--- src/mem_pkg.sv ---
// shared widths and encodings for the memory access unit
// work RAM is 8 KB, higher address bits alias onto it

package mem_pkg;

    typedef logic [23:0] addr_t;    // byte address
    typedef logic [15:0] word_t;    // bus word, also the status word
    typedef logic [31:0] long_t;    // operand and fetch data
    typedef logic [ 2:0] len_t;     // one-hot write length
    typedef logic [ 1:0] dsel_t;    // write data source
    typedef logic [ 1:0] be_t;      // bit 0 = low byte (even address)

    // write sequencer beats
    typedef enum logic [1:0] {
        WR_IDLE,
        WR_SECOND,
        WR_THIRD
    } wr_state_t;

    // word address width of the work RAM
    localparam int RAM_AW = 12;

    // bit positions inside len_t
    localparam int LEN_BYTE = 0;
    localparam int LEN_WORD = 1;
    localparam int LEN_LONG = 2;

    // write data sources, 0 and 3 both pick the operand
    localparam dsel_t DSEL_PC = 2'd1;
    localparam dsel_t DSEL_SR = 2'd2;

endpackage

--- src/ptr_regs.sv ---
// pc, stack pointer and status word
// a fetch advance counts only while ram_rdy is high and the pc is the read address

module ptr_regs (
    input  logic           clk,
    input  logic           rst,
    input  logic           cen,
    input  mem_pkg::long_t ld_data,
    input  logic           pc_ld,
    input  logic           xsp_ld,
    input  logic           sr_ld,
    input  logic           fetch_take,
    input  logic [1:0]     fetch_cnt,   // 0..3 means 1..4 bytes
    input  logic           ram_rdy,
    input  logic           ldram_en,
    output mem_pkg::addr_t pc,
    output mem_pkg::addr_t xsp,
    output mem_pkg::word_t sr
);

    logic           fetch_ok;
    mem_pkg::addr_t pc_step;

    // fetch consumed from the prefetch buffer
    assign fetch_ok = fetch_take && ram_rdy && !ldram_en;
    assign pc_step  = mem_pkg::addr_t'(fetch_cnt) + 24'd1;

    always_ff @(posedge clk or posedge rst) begin
        if (rst) begin
            pc <= '0;
        end else if (cen) begin
            if (pc_ld) begin
                pc <= ld_data[23:0];    // load wins over advance
            end else if (fetch_ok) begin
                pc <= pc + pc_step;
            end
        end
    end

    always_ff @(posedge clk or posedge rst) begin
        if (rst) begin
            xsp <= '0;
        end else if (cen && xsp_ld) begin
            xsp <= ld_data[23:0];
        end
    end

    always_ff @(posedge clk or posedge rst) begin
        if (rst) begin
            sr <= '0;
        end else if (cen && sr_ld) begin
            sr <= ld_data[15:0];
        end
    end

endmodule

--- config.mk ---
export PLATFORM = sky130hd
export DESIGN_NAME = ptr_regs
export DESIGN_NICKNAME = d
export VERILOG_FILES = /design/src/mem_pkg.sv /design/src/ptr_regs.sv
export SDC_FILE = /design/constraint.sdc
export NUM_CORES = 1
export LEC_CHECK = 0
export CORE_MARGIN = 3
export CORE_UTILIZATION = 35
export CTS_CLUSTER_DIAMETER = 100
export DETAILED_ROUTE_END_ITERATION = 12
export DONT_BUFFER_PORTS = 1
export MAX_ROUTING_LAYER = met4
export PLACE_DENSITY_LB_ADDON = 0.2
export SLEW_MARGIN = 20
export SYNTH_ARGS = -nofsm -noshare
export SYNTH_HDL_FRONTEND = slang
export SYNTH_SLANG_ARGS = --single-unit
--- constraint.sdc ---
create_clock -name clk -period 5 [get_ports clk]
set_input_delay 1 -clock clk [delete_from_list [all_inputs] [get_ports clk]]
set_output_delay 1 -clock clk [all_outputs]
set_load 0.05 [all_outputs]
==> flow_summary.yaml, run 1 <==
run_status:
  outcome: "complete, no violations"
worst_setup_path:
  slowest_stage: "dfrtp_1"
  reg2reg_from: "pc[0]"
  crit_path_frequent_cell: "a21oi_1"
  path_class: "flop to flop"
  critPathBufInv: 1
  worstPathArrival_ps: 3050
  worstReg2RegEnd: "pc[14]"
  crit_path_max_incr_delay_ps: 650
  r2r_setup_slack_ps: 2220
  path_cells: "inv_1 > ha_1 > fa_1 > nand4b_1 > o41ai_1 > a21oi_1 > a21oi_1"
  ff2ff_path_depth: 7
  critPathLaunch: "pc[0]"
  path_max_fanout: 8
  crit_family: "compound AO/OA/AOI/OAI gates"
  crit_path_end_kind: "flop"
  critPathLaunchType: "flop"
  crit_required_ps: 5270
yosys:
  synth_top_family_by_area: "compound AO/OA/AOI/OAI gates"
  synthAdderAreaFrac_pct: 1.40
  synth_area_per_cell_sq_um: 10.9
  muxShareOfSynthArea_pct: 14.3
  synth.top_cell.area_share_pct: 49.8
  ys_top_cells_by_count: "dfrtp_1 (64), mux2_2 (40), a21oi_1 (20)"
  synth_compound_area_share_pct: 15.3
  synth.area.top_cells: "dfrtp_1 (50%), mux2_2 (14%), a21oi_1 (3.1%), nand2_1 (2.0%), nand3_1 (1.7%)"
  ys_seq_area_share_pct: 49.8
  async_flop_share_pct: 100
  synth_edf_count: 0
  yosys.area_share.simple_pct: 14.7
  yosysWarningCount: 0
  synth-seq-cells: 64
  synthesis.nets: 342
  yosysUniqueCellTypes: 51
  synth_xor_area_share_pct: 0
  yosys.area.top_type: "dfrtp_1"
  syn_area_sq_mm: 0.00322
  netlist_instances: 296
  synth_most_common_cell: "dfrtp_1"
  ys.flop_type: "dfrtp_1"
global_route:
  grt_busiest_layer: "met2"
  groute.layer.met3.usage_pct: 6.69
  grt-ovfl-total: 0
  grtUsageMet2_pct: 26.6
  met1_usage_pct: 21.5
  grt_pass1_wl_mm: 13.4
  grt_usage_pct: 17.4
  grt_max_degree: 48
  antenna_found_initial: 0
  first_global_vias: 2483
placement:
  port_buffers: 0
  placedCellCount: 387
  globalplace.congestion: 0.819
  hpwl_mm: 5.82
cells_and_area:
  layout.cells.non_filler: 403
  area_delta_synth_final_pct: 8.33
  nets: 336
  multi_input_area_sq_mm: 0.00147
  nFillCells: 858
  drive_gt1_share_pct: 22.0
  regArea_sq_mm: 0.00160
  antenna_cells: 0
clocking:
  htreeDepth: 3
  clk_latency_ps: 340
  cts_resized: 0
  clk_transition_reported_paths_ps: 80
  cts_root_buffer: "clkbuf_8"
  post_cts_buffers: 0
  clk_path_buf_depth: 2
  cts_tree: "yes"
  cts.sinks: 64
  numCtsBuffers: 9
  postCtsHoldBufs: 0
power_and_ir_drop:
  vdd_drop_max_uv: 157
  leakage_nw: 1.37
  power.density_mw_per_mm2: 468
sta:
  slew_headroom_pct: 47.3
  layout_worst_path_cycle_share_pct: 55.7
  fin_skew_ps: 9.16
  hold_slack_ps: 501
  hold_violations: 0
  setup_viol: 0
  final.min_clock_period_ps: 2780
  fmax_mhz: 359
  slew_violations: 0
  fin_setup_tns_ps: 0
  worst_slew_pin_slew_ps: 789
  rsz0062_at_grt: "false"
route:
  vias: 2445
  route.detailed.drc: 0
  wire_per_inst_um: 21.1
  drt_iter0_drc: 92
  antenna_left: 0
  dr.pass1.iters: 6
  viasPerCell: 6.07
  drt-total-wl_mm: 8.52
die:
  fp.dieW_um: 102
  ios: 107
  start_util_pct: 36.5
  dieArea_sq_mm: 0.0104
  core_sq_mm: 0.00881
  fp.dieH_um: 102
  fp-row-count: 34
run:
  cap_violations: 0
worst_hold_path:
  hold_class: "primary input to async pin"
[stage by stage]
step	power (mW)	setup WS [ps]	util, %	area [sq um]
floorplan	1.12	2260	-	3220
global placement	1.17	1970	37.2	3270
detailed placement	1.18	1930	37.2	3280
CTS	1.65	2170	39.6	3480
global route	1.71	2010	39.6	3480
finish	1.63	2220	39.6	3480
[worst max path at each step]
stage | slack [ps] | end | cells past startpoint
after floorplan | 2260 | pc[20] | 8
after global placement | 1970 | pc[14] | 7
after detailed placement | 1930 | pc[14] | 7
after CTS | 2170 | pc[14] | 7
after global routing | 2010 | pc[14] | 7
final | 2220 | pc[14] | 7
[worst register-to-register path: cells and delay by family (launching register included)]
kind                     cells  cell delay, ps
AO/OA/AOI/OAI                3             740
flip-flops                   1             650
buffers and inverters        1             120
adder cells (fa/ha/maj)      2             700
AND/OR/NAND/NOR              1             500
[registers in the layout, summed over array words and instances (netlist names)]
register and flops:
xsp 24, sr 16, pc 24
[cells by family after synthesis]
group / Yosys count
muxes: 41
DFF: 64
buffers and inverters: 33
and+or+nand+nor: 82
adders and majority gates: 3
AOI/OAI and AO/OA: 73
[where the power goes]
| group | internal, mW | switching [mW] | total [mW] |
|---|---|---|---|
| logic | 0.0924 | 0.0980 | 0.190 |
| clock network | 0.244 | 0.221 | 0.466 |
| registers | 0.591 | 0.383 | 0.974 |
| total | 0.928 | 0.702 | 1.63 |
[area by class of cell]
class | count | share of cell area [%]
Clock buffer | 10 | 3.95
Clock inverter | 6 | 1.98
Inverter | 14 | 1.51
Multi-Input combinational cell | 199 | 42.3
Sequential cell | 64 | 46.0
Tap cell | 108 | 3.88
Timing Repair Buffer | 2 | 0.431
[cell usage in the layout, fill, tap and decap left out, drive strengths merged, types with 7 or more instances in the layout]
cell type,instances
a21oi,20
and3,7
clkbuf,10
dfrtp,64
inv,14
mux2,40
nand2,17
nand3,11
nand4,10
nor2,12
o21ai,13
[metal layers]
layer	part of all wire, %	routed length (um)
met5	0	0
met1	43	3690
met4	1.4	117
met2	47	4000
met3	8.3	704
(Power assumes the default switching activity.)
==> inputs of run 2 (changes only) <==
--- a/config.mk
+++ b/config.mk
@@ -5,6 +5,7 @@
 export SDC_FILE = /design/constraint.sdc
 export NUM_CORES = 1
 export LEC_CHECK = 0
+export ABC_AREA = 1
 export CORE_MARGIN = 3
 export CORE_UTILIZATION = 35
 export CTS_CLUSTER_DIAMETER = 100
==> constraint.sdc (replaced) <==
create_clock -name clk -period 2.4 [get_ports clk]
set_input_delay 0.48 -clock clk [delete_from_list [all_inputs] [get_ports clk]]
set_output_delay 0.48 -clock clk [all_outputs]
set_load 0.05 [all_outputs]
==> run 2 against run 1 <==
Synthesized cell count increased by 48%. Clock-buffer cell count unchanged. Final cell count increased by 42%. Register-to-register slack got worse by 1900 ps. Sequential power increased by 72%. Core utilization increased by 3.1 points. Synthesized area increased by 2.9%. Wire length increased by 6.3%. Fmax increased by 37%. Global-route usage increased by 0.64 points. Largest power group unchanged.
==> flow_summary.yaml, run 2 <==
worst_setup_path:
  critPathLaunchType: "flop"
  ff2ff_path_depth: 13
  path_max_fanout: 7
  crit_required_ps: 2650
  worstPathArrival_ps: 2280
  critPathBufInv: 3
  crit_family: "simple AND/OR/NAND/NOR gates"
  r2r_setup_slack_ps: 370
  slowest_stage: "fa_1"
  crit_path_end_kind: "flop"
  path_class: "flop to flop"
  worstReg2RegEnd: "pc[16]"
  path_cells: "inv_1 > ha_1 > fa_1 > inv_1 > nand2_2 > nor2_2 > nand2_4 > nor2_8 > nand2_1 > nand2_1 > nand3_1 > nand2_1 > inv_1"
  crit_path_max_incr_delay_ps: 390
  reg2reg_from: "pc[0]"
route:
  antenna_left: 0
  viasPerCell: 4.89
  route.detailed.drc: 0
  drt_iter0_drc: 124
  vias: 2790
  wire_per_inst_um: 15.8
  dr.pass1.iters: 4
  drt-total-wl_mm: 9.05
yosys:
  yosysUniqueCellTypes: 30
  synth_area_per_cell_sq_um: 7.57
  syn_area_sq_mm: 0.00331
  synth-seq-cells: 64
  ys_top_cells_by_count: "nand2_1 (151), dfrtp_1 (64), o21ai_0 (60)"
  async_flop_share_pct: 100
  yosysWarningCount: 0
  synth.top_cell.area_share_pct: 48.4
  synth_edf_count: 0
  yosys.area.top_type: "dfrtp_1"
  synth.area.top_cells: "dfrtp_1 (48%), nand2_1 (17%), o21ai_0 (9.1%), inv_1 (5.7%), a21oi_1 (2.7%)"
  ys_seq_area_share_pct: 48.4
  netlist_instances: 437
  synth_most_common_cell: "nand2_1"
  synthesis.nets: 483
  ys.flop_type: "dfrtp_1"
global_route:
  first_global_vias: 2655
  grt_usage_pct: 18.0
  grt_max_degree: 40
  grt_pass1_wl_mm: 14.1
  grt-ovfl-total: 0
  antenna_found_initial: 0
placement:
  port_buffers: 0
  place_area_sq_mm: 0.00356
  place_ws_ps: 258
  globalplace.congestion: 0.963
  hpwl_mm: 6.69
run_status:
  outcome: "complete, no violations"
cells_and_area:
  final_cell_mix: "nand2_1 (151), dfrtp_1 (64), o21ai_0 (60)"
  antenna_cells: 0
  drive_gt1_share_pct: 12.3
  post-route-util_pct: 42.7
  final_common_cell: "nand2_1"
  area_delta_synth_final_pct: 15.2
  nFillCells: 917
  final_area_sq_mm: 0.00381
  reg_top3: "pc (24), xsp (24), sr (16)"
  nets: 504
run:
  cap_violations: 0
sta:
  slew_violations: 0
  fmax_mhz: 492
  layout_worst_path_cycle_share_pct: 84.8
  worst_slew_pin_slew_ps: 858
  fin_skew_ps: 9.96
  final.min_clock_period_ps: 2030
  hold_violations: 0
  setup_ws_ps: 366
  setup_viol: 0
  fin_setup_tns_ps: 0
  rsz0062_at_grt: "false"
  slew_headroom_pct: 42.6
die:
  dieArea_sq_mm: 0.0107
  fp.dieW_um: 103
  ios: 107
  start_util_pct: 37.0
  fp-row-count: 34
  fp.dieH_um: 103
  core_sq_mm: 0.00893
power_and_ir_drop:
  power.density_mw_per_mm2: 980
  power_frac_clock_pct: 31.7
  internal_power_mw: 2.20
  p_sw_share_pct: 41.0
  vdd_drop_max_uv: 276
  comb_power_share_pct: 23.3
  leakage_nw: 1.91
  switching_power_mw: 1.53
  seqPwrFrac_pct: 45.0
clocking:
  clk_transition_reported_paths_ps: 80
  cts_root_buffer: "clkbuf_8"
  cts_resized: 0
  postCtsHoldBufs: 0
  numCtsBuffers: 9
  cts_tree: "yes"
  clk_latency_ps: 350
  cts.sinks: 64
  clk_path_buf_depth: 2
  htreeDepth: 3
  post_cts_buffers: 0
worst_hold_path:
  hold_class: "primary input to async pin"
-- run 2: layer usage --
| metal | up-vias | share of wire [%] | wire length, um | GRT usage, % |
|---|---|---|---|---|
| met4 | 0 | 1.7 | 150 | 5.88 |
| met3 | 12 | 9.9 | 897 | 6.51 |
| met2 | 88 | 43 | 3870 | 25.5 |
| met5 | - | 0 | 0 | - |
| met1 | 1265 | 46 | 4140 | 24.0 |
| li1 | 1425 | - | - | - |
-- run 2: worst max path at each step --
stage	from	endpoint	slack, ps	cells after the start
floorplan	pc[0]	pc[22]	200	13
global placement	fetch_cnt[0]	pc[16]	280	13
detailed placement	fetch_cnt[0]	pc[16]	260	13
CTS	pc[0]	pc[10]	370	13
global route	pc[0]	pc[16]	150	13
finish	pc[0]	pc[16]	370	13
-- run 2: power groups by stage --
stage | combinational, mW | sequential (mW) | clock, mW
floorplan | 0.364 | 1.96 | 0
global placement | 0.866 | 1.70 | 0
detailed placement | 0.878 | 1.70 | 0
CTS | 0.880 | 1.68 | 1.21
global route | 0.967 | 1.70 | 1.27
finish | 0.870 | 1.68 | 1.18
-- run 2: area by class of cell --
class                   instances  area (sq um)  area share, %
clock buffers                  10           138           3.61
clock inverters                 6           115           3.02
inverters                      52           195           5.12
multi-input cells             304          1410           37.0
flip-flops and latches         64          1600           42.0
well taps                     108           135           3.55
repair buffers                 27           215           5.65
-- run 2: kinds of logic (layout without fill, tap and decap cells) --
kind of cell               Yosys count  after routing  synth area share (%)
xor gates and xnor gates             1              1                 0.265
and+or+nand+nor                    211            211                  26.9
buffers and inverters               69             95                  8.96
DFF                                 64             64                  48.4
muxes                                1              1                 0.340
AOI/OAI and AO/OA                   88             88                  13.8
adders and majority gates            3              3                  1.36
-- run 2: stage by stage --
step / hold WS [ps] / power (mW) / std cells
2_1_floorplan: 630 / 2.32 / 437
3_3_place_gp: 475 / 2.57 / 555
3_5_place_dp: 484 / 2.58 / 555
4_1_cts: 99.9 / 3.78 / 571
5_1_grt: 126 / 3.94 / 571
6_report: 81.3 / 3.74 / 571
