$ cat config.mk
export PLATFORM = sky130hd
export DESIGN_NAME = ram_ctl
export DESIGN_NICKNAME = d
export VERILOG_FILES = /design/src/mem_pkg.sv /design/src/ram_ctl.sv
export SDC_FILE = /design/constraint.sdc
export NUM_CORES = 1
export LEC_CHECK = 0
export ABC_AREA = 1
export BUFFER_PORTS_ARGS = -buffer_cell sky130_fd_sc_hd__buf_2
export CAP_MARGIN = 10
export CORE_MARGIN = 1.5
export CORE_UTILIZATION = 40
export DETAILED_ROUTE_END_ITERATION = 16
export GPL_ROUTABILITY_DRIVEN = 1
export SYNTH_ARGS = -nofsm -noshare
export SYNTH_HDL_FRONTEND = slang
export SYNTH_SLANG_ARGS = --single-unit
$ cat constraint.sdc
create_clock -name clk -period 3.7 [get_ports clk]
set_input_delay 0.185 -clock clk [delete_from_list [all_inputs] [get_ports clk]]
set_output_delay 0.185 -clock clk [all_outputs]
set_load 0.01 [all_outputs]
$ cat src/mem_pkg.sv
// shared widths and encodings for the memory access unit
// work RAM is 8 KB, higher address bits alias onto it

package mem_pkg;

    typedef logic [23:0] addr_t;    // byte address
    typedef logic [15:0] word_t;    // bus word, also the status word
    typedef logic [31:0] long_t;    // operand and fetch data
    typedef logic [ 2:0] len_t;     // one-hot write length
    typedef logic [ 1:0] dsel_t;    // write data source
    typedef logic [ 1:0] be_t;      // bit 0 = low byte (even address)

    // write sequencer beats
    typedef enum logic [1:0] {
        WR_IDLE,
        WR_SECOND,
        WR_THIRD
    } wr_state_t;

    // word address width of the work RAM
    localparam int RAM_AW = 12;

    // bit positions inside len_t
    localparam int LEN_BYTE = 0;
    localparam int LEN_WORD = 1;
    localparam int LEN_LONG = 2;

    // write data sources, 0 and 3 both pick the operand
    localparam dsel_t DSEL_PC = 2'd1;
    localparam dsel_t DSEL_SR = 2'd2;

endpackage

$ cat src/ram_ctl.sv
// prefetch read buffer and split write sequencer for a zero wait state RAM
// write data, address and length must stay put until ram_rdy comes back

module ram_ctl (
    input  logic              clk,
    input  logic              rst,
    input  logic              cen,
    input  logic              ldram_en,
    input  mem_pkg::addr_t    idx_addr,
    input  mem_pkg::addr_t    xsp,
    input  mem_pkg::word_t    sr,
    input  mem_pkg::addr_t    pc,
    input  logic              sel_xsp,
    input  mem_pkg::dsel_t    data_sel,
    input  mem_pkg::long_t    operand,
    input  logic              idx_wr,
    input  mem_pkg::len_t     len,
    input  mem_pkg::word_t    ram_dout,
    output mem_pkg::addr_t    ram_addr,
    output mem_pkg::word_t    ram_din,
    output mem_pkg::be_t      ram_we,
    output mem_pkg::long_t    dout,
    output logic              ram_rdy
);

    mem_pkg::addr_t    req_addr, wr_addr, buf_addr;
    mem_pkg::long_t    wr_data, buf_q;
    logic [3:0]        buf_ok, fill_mask, fill_en;
    logic              wr_busy, wr_go, rd_ok, miss, odd;
    logic              step1, step2, step3;
    logic [7:0]        byte_a, byte_b;
    mem_pkg::wr_state_t wr_state, beat_next;
    mem_pkg::word_t    beat_din;
    mem_pkg::be_t      beat_we;

    assign req_addr = ldram_en ? idx_addr : pc;
    assign wr_addr  = sel_xsp ? xsp : idx_addr;
    assign ram_rdy  = (&buf_ok) && (buf_addr == req_addr) && !wr_busy;
    assign dout     = buf_q;

    always_comb begin
        case (data_sel)
            mem_pkg::DSEL_PC: wr_data = {8'd0, pc};
            mem_pkg::DSEL_SR: wr_data = {16'd0, sr};
            default:          wr_data = operand;
        endcase
    end

    assign wr_go = idx_wr || (wr_state != mem_pkg::WR_IDLE);
    assign rd_ok = !wr_go && !wr_busy;     // bus free for the read side

    // next write beat
    always_comb begin
        beat_din  = wr_data[15:0];
        beat_we   = 2'b11;
        beat_next = mem_pkg::WR_IDLE;
        case (wr_state)
            mem_pkg::WR_IDLE: begin
                if (len[mem_pkg::LEN_BYTE] || wr_addr[0]) begin
                    beat_din = {2{wr_data[7:0]}};   // byte in both lanes
                end
                if (len[mem_pkg::LEN_BYTE]) begin
                    beat_we = {wr_addr[0], ~wr_addr[0]};
                end else if (wr_addr[0]) begin
                    beat_we = 2'b10;
                end
                if (len[mem_pkg::LEN_LONG] || (len[mem_pkg::LEN_WORD] && wr_addr[0])) begin
                    beat_next = mem_pkg::WR_SECOND;
                end
            end
            mem_pkg::WR_SECOND: begin
                if (!wr_addr[0]) begin
                    beat_din = wr_data[31:16];      // even long, upper half
                end else if (len[mem_pkg::LEN_WORD]) begin
                    beat_din = {2{wr_data[15:8]}};
                    beat_we  = 2'b01;
                end else begin
                    beat_din  = wr_data[23:8];      // odd long, middle bytes
                    beat_next = mem_pkg::WR_THIRD;
                end
            end
            mem_pkg::WR_THIRD: begin
                beat_din = {2{wr_data[31:24]}};
                beat_we  = 2'b01;
            end
            default: begin
                beat_next = mem_pkg::WR_IDLE;
            end
        endcase
    end

    // read side decisions
    assign odd  = buf_addr[0];
    assign miss = ((req_addr != buf_addr) || (buf_ok != 4'hf)) && (fill_mask == 4'd0);
    assign step1 = (req_addr == buf_addr + 24'd1) && (buf_ok[3:1] == 3'b111);
    assign step2 = (req_addr == buf_addr + 24'd2) && (buf_ok[3:2] == 2'b11);
    assign step3 = (req_addr == buf_addr + 24'd3) && buf_ok[3];

    // bytes in address order, one word can serve at most two of them
    assign fill_en[0] = fill_mask[0];
    assign fill_en[1] = fill_mask[1] && (!odd || !fill_mask[0]);
    assign fill_en[2] = fill_mask[2] && !fill_mask[0] && (!fill_mask[1] || odd);
    assign fill_en[3] = fill_mask[3] && !fill_mask[1] && (!odd || !fill_mask[2]);

    assign byte_a = odd ? ram_dout[15:8] : ram_dout[7:0];  // buffer bytes 0 and 2
    assign byte_b = odd ? ram_dout[7:0]  : ram_dout[15:8]; // buffer bytes 1 and 3

    always_ff @(posedge clk or posedge rst) begin
        if (rst) begin
            wr_state  <= mem_pkg::WR_IDLE;
            wr_busy   <= 1'b0;
            ram_we    <= '0;
            ram_addr  <= '0;
            buf_addr  <= '0;
            buf_ok    <= '0;
            fill_mask <= '0;
        end else if (cen) begin
            wr_busy <= 1'b0;
            ram_we  <= '0;
            if (wr_go) begin
                ram_addr <= (wr_state == mem_pkg::WR_IDLE) ? wr_addr : ram_addr + 24'd2;
                ram_we   <= beat_we;
                wr_state <= beat_next;
                wr_busy  <= 1'b1;
                if (wr_state == mem_pkg::WR_IDLE) begin
                    buf_ok    <= '0;    // drop stale read data
                    fill_mask <= '0;
                end
            end else if (!wr_busy) begin
                if (fill_mask != 4'd0) begin
                    ram_addr  <= ram_addr + 24'd2;
                    buf_ok    <= buf_ok | fill_en;
                    fill_mask <= fill_mask & ~fill_en;
                end else if (miss) begin
                    buf_addr <= req_addr;
                    if (step1) begin
                        ram_addr  <= req_addr + 24'd3;
                        fill_mask <= 4'b1000;
                        buf_ok    <= 4'b0111;
                    end else if (step2) begin
                        ram_addr  <= req_addr + 24'd2;
                        fill_mask <= 4'b1100;
                        buf_ok    <= 4'b0011;
                    end else if (step3) begin
                        ram_addr  <= req_addr + {23'd0, req_addr[0]};
                        fill_mask <= 4'b1110;
                        buf_ok    <= 4'b0001;
                    end else begin
                        ram_addr  <= req_addr;  // full reload
                        fill_mask <= 4'b1111;
                        buf_ok    <= 4'b0000;
                    end
                end
            end
        end
    end

    always_ff @(posedge clk) begin
        if (cen && wr_go) begin
            ram_din <= beat_din;
        end
    end

    // buffer bytes, shifted down on a forward step
    always_ff @(posedge clk) begin
        if (cen && rd_ok) begin
            if (fill_mask != 4'd0) begin
                if (fill_en[0]) buf_q[7:0]   <= byte_a;
                if (fill_en[1]) buf_q[15:8]  <= byte_b;
                if (fill_en[2]) buf_q[23:16] <= byte_a;
                if (fill_en[3]) buf_q[31:24] <= byte_b;
            end else if (miss) begin
                if (step1) begin
                    buf_q <= {8'd0, buf_q[31:8]};
                end else if (step2) begin
                    buf_q <= {16'd0, buf_q[31:16]};
                end else if (step3) begin
                    buf_q <= {24'd0, buf_q[31:24]};
                end
            end
        end
    end

endmodule

==> results of run 1 <==
## synth_stat cells, types with 7 or more instances
cell / count
nand2_1: 670
xnor2_1: 8
o221ai_1: 8
nand2_4: 7
nor2_2: 21
inv_1: 203
o211ai_1: 27
nor3_1: 38
nand3b_1: 9
nand4_1: 31
o21ai_1: 11
ha_1: 15
a221o_1: 7
dfrtp_1: 61
edfxtp_1: 48
nand3_1: 176
xor2_1: 26
a31oi_1: 11
nor2_4: 8
buf_6: 13
inv_2: 11
o22ai_1: 14
clkbuf_1: 36
nor2_1: 233
nand2_2: 46
a21oi_1: 51
a22oi_1: 10
o21ai_0: 139
## cells by family after synthesis
logic type	synth area share (%)
AO/OA/AOI/OAI	14.9
XOR/XNOR	2.63
adder cells (fa/ha/maj)	1.57
buffers and inverters	9.96
flip-flops	24.8
AND/OR/NAND/NOR	46.1
## sequential cells by signal, indices dropped and copies added (netlist names)
signal	cells
buf_ok	4
fill_mask	4
wr_busy	1
buf_addr	24
ram_addr	24
dout	32
wr_state	2
ram_din	16
ram_we	2
## worst max path at each step
stage | cells after the start | startpoint | slack [ps] | to
2_1_floorplan | 17 | buf_addr[0] | 480 | dout[10]
3_3_place_gp | 16 | ldram_en | -20 | dout[13]
4_1_cts | 15 | buf_addr[17] | 220 | dout[14]
6_report | 15 | buf_addr[17] | 160 | dout[16]
5_1_grt | 17 | buf_addr[2] | -60 | dout[24]
3_5_place_dp | 16 | ldram_en | 0.9 | dout[13]
## layout make-up
cell class,count,area [um^2]
Clock inverter,4,53.8
Clock buffer,12,250
Sequential cell,109,2970
Multi-Input combinational cell,1610,7800
Tap cell,390,488
Timing Repair Buffer,328,1910
Fill cell,3248,15200
Inverter,221,837
## layout by cell type, fill, tap and decap left out, types with 14 or more instances in the layout
master,count
a21oi_1,50
ha_1,15
nand2_2,46
buf_2,221
o211ai_1,27
xor2_1,26
nor2_2,22
o22ai_1,14
dfrtp_1,61
nand3_1,176
nor2_1,232
nor3_1,38
nand2_1,670
edfxtp_1,48
o21ai_0,138
inv_1,202
nand4_1,31
buf_4,106
## metrics by stage
step                      util, %  power, mW  hold slack, ps
after CTS                    48.5       8.25             179
after detailed placement     47.5       7.19             349
after floorplan                 -       5.17             389
after global placement       47.5       7.18             341
after global routing         48.6       8.92             200
final                        48.6       8.36             191
## timing repair
| action | in CTS | in global routing |
|---|---|---|
| setup endpoints to repair | 0 | 24 |
| hold buffers | 1 | 0 |
| endpoints found under the hold margin | 31 | 0 |
| gates resized for setup | 0 | 1 |
| buffers inserted | 0 | 0 |
## per-layer routing
layer,routed length (um),vias up
li1,-,7100
met5,0,-
met3,4690,112
met1,24700,6960
met2,25200,807
met4,2020,0
## power groups by stage
stage                     Sequential [mW]  Clock [mW]  Combinational (mW)
after global placement               2.23           0                4.95
after CTS                            2.23        1.07                4.96
final                                2.24        1.06                5.05
after floorplan                      2.19           0                2.98
after detailed placement             2.25           0                4.94
after global routing                 2.29        1.12                5.51
## critical path, cell delays in order, from the launching register on
cell	delay, ps
dfrtp_1	470
nand2_1	170
nor2_2	410
nand2_1	190
inv_1	170
nand2_1	90
nand2_1	100
nand2_1	70
inv_1	70
nand2_1	80
nor3_2	220
buf_4	180
nand2_2	60
nand3_2	90
nand2_2	90
a21oi_1	700
==> impl_metrics.tcl, run 1 <==
set metrics [dict create \
    area_growth_pct 19.8 \
    overflow 0 \
    wire_per_inst_um 21.2 \
    layout_setup_ws_ps 163 \
    setup_viol 0 \
    dominantRegCellSynth "dfrtp_1" \
    drtIter0Drc 1841 \
    synth_top_cell_by_area "nand2_1" \
    hpwl_um 46800 \
    grt_pass1_wl_um 84600 \
    p_int_mw 3.91 \
    synth_cell_type_count 55 \
    use_met3_pct 4.52 \
    fmax_mhz 283 \
    grt.met2_usage_pct 58.3 \
    p_leak_nw 7.08 \
    grt-busiest-layer "met2" \
    maxCapViolCount 0 \
    layout.cells.non_filler 2674 \
    cts_root_buf "clkbuf_16" \
    status "complete, no violations" \
    fp.dieW_um 176 \
    clock_path_buffers 2 \
    numCtsBuffers 9 \
    min_period_ps 3540 \
    synth_area_per_cell_um2 5.97 \
    via_count 15000 \
    design_area_um2 14300 \
    io_buffers 221 \
    sw_frac_of_total_pct 53.3 \
    p_seq_share_pct 26.9 \
    drc 0 \
    htreeDepth 3 \
    cts.sinks 109 \
    criticalPathCategory "reg -> reg" \
    cts_tree "built" \
    die_h_um 176 \
    setup.worst_path.start_class "register" \
    pre_cts_ws_ps 0.904 \
    netlist_instances 2001 \
    hold_end "wr_busy" \
    drive_above_1_share_pct 20.1 \
    p_sw_mw 4.45 \
    ant_nets 0 \
    num_rows 63 \
    core_um2 29500 \
    rr_worst_depth 15 \
    clk-insertion-delay-late_ps 370 \
    required_ps 3690 \
    hp-class "in -> reg" \
    yosysSeqAreaShare_pct 24.8 \
    rsz0062_at_grt "yes" \
    min_delay_path_depth 4 \
    tightest_slew_ps 968 \
    diodes 0 \
    comb_power_share_pct 60.4 \
    grt_pass1_vias 14000 \
    timing.critical_path.arrival_ps 3530 \
    dr.pass1.iters 8 \
    fin_setup_tns_ps 0 \
    syn-num-nets 2163 \
    start_util_pct 40.5 \
    crit_fanout 8 \
    reg2reg_to "dout[16]" \
    met1_usage_pct 50.9 \
    worst_clock_skew_ps 10.9 \
    synth_top_area_share_pct 21.0 \
    io_pins 222 \
    peakVddDrop_v 0.000537 \
    async_flop_share_pct 56.0 \
    ys_warn_count 0 \
    hold_viol 0 \
    regToRegStartpoint "buf_addr[17]" \
    fin_crit_sh_pct 95.6 \
    worstHoldStart "cen" \
    gp_congestion 1.04 \
    wirelength_um 56600 \
    vias_per_cell 5.60 \
    maxSlewViolCount 0 \
    slew_headroom_pct 35.5 \
    placed_area_um2 14000 \
    finish.net_count 2441 \
    synth-edff-count 48 \
    p_per_area_nw_per_um2 584 \
    die_area_um2 30900 \
    clkPwrFrac_pct 12.7 \
    gr-usage-all-layers_pct 36.5 \
    grt_antenna_before_repair 0 \
    reg2reg_slack_ps 160 \
    synth_area_um2 11900 \
    place_inst 2657 \
    synth-seq-cells 109 \
    grt_max_degree 34 \
    clk_transition_reported_paths_ps 80 \
    synth.top_cells.by_area "nand2_1 (21%), dfrtp_1 (13%), edfxtp_1 (12%)" \
    cp-end-kind "register" \
]
Power figures use the tool's default switching activity.
==> run 2: changes to the inputs <==
--- a/config.mk
+++ b/config.mk
@@ -12,6 +12,7 @@
 export CORE_UTILIZATION = 40
 export DETAILED_ROUTE_END_ITERATION = 16
 export GPL_ROUTABILITY_DRIVEN = 1
+export PLACE_DENSITY = 0.61
 export SYNTH_ARGS = -nofsm -noshare
 export SYNTH_HDL_FRONTEND = slang
 export SYNTH_SLANG_ARGS = --single-unit
==> run 2 against run 1 <==
Against the previous run: utilization is 0.51 points lower; hold slack worse by 180 ps; non-clock buffer count is 27 lower; clock-buffer cell count is 3 lower; largest cell class unchanged; register-to-register slack better by 60 ps; final cell count is 1.0% lower; sequential power hardly changed.
==> impl_metrics.tcl, run 2 (synthesis results as in run 1) <==
set metrics [dict create \
    cp_common_cell "nand2_1" \
    via_count 15000 \
    hold_viol 0 \
    finish.net_count 2414 \
    gp_congestion 1.04 \
    wirelength_um 56800 \
    gr-usage-all-layers_pct 36.4 \
    clk_transition_reported_paths_ps 80 \
    crit_path_max_incr_delay_ps 630 \
    maxSlewViolCount 0 \
    design_area_um2 14200 \
    hpwl_um 46400 \
    maxCapViolCount 0 \
    worst_clock_skew_ps 11.1 \
    grt_pass1_vias 13800 \
    grt_antenna_before_repair 1 \
    slew_headroom_pct 31.5 \
    grt_pass1_wl_um 83800 \
    drc 0 \
    cp_top_family "simple AND/OR/NAND/NOR gates" \
    largest_reg_flops 32 \
    final_cell_mix "nand2_1 (670), nor2_1 (232), buf_2 (221), inv_1 (202), nand3_1 (176)" \
    rr_worst_depth 18 \
    cts.sinks 109 \
    overflow 0 \
    timing.critical_path.arrival_ps 3740 \
    setup.worst_path.start_class "register" \
    setup_viol 0 \
    p_per_area_nw_per_um2 582 \
    tightest_slew_ps 1030 \
    reg2reg_slack_ps 230 \
    path_depth 18 \
    crit_fanout 17 \
    p_leak_nw 6.96 \
    die_h_um 176 \
    placed_area_um2 13900 \
    hold_ws_ps 11.5 \
    start_util_pct 40.5 \
    io_buffers 221 \
    drtIter0Drc 1671 \
    postCtsHoldBufs 0 \
    slowest_stage "dfrtp_1" \
    numCtsBuffers 9 \
    grt_max_degree 40 \
    core_um2 29500 \
    criticalPathCategory "reg -> reg" \
    diodes 0 \
    vias_per_cell 5.66 \
    cts_resized 0 \
    dr.pass1.iters 6 \
    min_period_ps 3470 \
    cts_tree "built" \
    io_pins 222 \
    worstPathCellList "nand3_2 -> nor2_2 -> nand2_1 -> inv_1 -> nand2_1 -> nand2_1 -> nand2_1 -> nor3_1 -> nand3_1 -> nor2_2 -> nand2_2 -> buf_4 -> inv_2 -> a21oi_1 -> nand2_1 -> o21ai_0 -> nand2_1 -> a21oi_1" \
    rsz0062_at_grt "no" \
    regArea_um2 2970 \
    fin_setup_tns_ps 0 \
    status "complete, no violations" \
    die_area_um2 30900 \
    hp-class "in -> async" \
    ant_nets 0 \
    cp-end-kind "register" \
    fin_crit_sh_pct 93.9 \
    area_growth_pct 18.5 \
    required_ps 3960 \
    fmax_mhz 288 \
    htreeDepth 3 \
    clock_path_buffers 2 \
    wire_per_inst_um 21.4 \
    drive_above_1_share_pct 19.1 \
    fp.dieW_um 176 \
    multi_input_area_um2 7800 \
    layout_commonest_cell "nand2_1" \
    cts_setup_buffers 0 \
    cts_root_buf "clkbuf_16" \
    peakVddDrop_v 0.000954 \
    clk-insertion-delay-late_ps 380 \
    num_rows 63 \
    critical_path_buf_inv_count 3 \
    fillers 3216 \
]
==> run 2: power breakdown <==
part           switching (mW)  internal (mW)  total [mW]
clock network           0.535          0.531        1.07
logic                    3.43           1.54        4.97
registers               0.483           1.73        2.21
==> run 2: cell type report <==
cell class	count	area share, %
clock buffers	9	1.59
clock inverters	7	0.521
inverters	221	5.91
multi-input cells	1610	55.1
flip-flops and latches	109	21.0
well taps	390	3.45
repair buffers	301	12.5
==> run 2: worst paths after layout <==
path / startpoint / endpoint
min in group clk: len[2] / wr_state[0]
hold / removal: rst / ram_addr[12]
hold reg to reg: buf_ok[2] / buf_ok[2]
setup / recovery: buf_addr[3] / ram_addr[2]
max in group asynchronous: rst / buf_addr[7]
setup reg to reg: buf_addr[3] / ram_addr[2]
==> run 2: metal layers <==
metal	up-vias	part of all wire (%)	track usage, %
met5	-	0.016	0
met4	2	3.1	12.1
met3	100	9.4	6.84
met2	831	45	57.7
met1	7007	43	49.6
li1	7051	-	-
==> run 2: stage by stage <==
step | setup WS [ps] | utilization [%] | std cells | total power, mW
4_1_cts | 284 | 48.0 | 2647 | 8.14
5_1_grt | 22.3 | 48.0 | 2647 | 8.79
2_1_floorplan | 484 | - | 2001 | 5.17
6_report | 227 | 48.0 | 2647 | 8.25
3_3_place_gp | 210 | 47.0 | 2631 | 7.05
3_5_place_dp | 186 | 47.0 | 2631 | 7.08
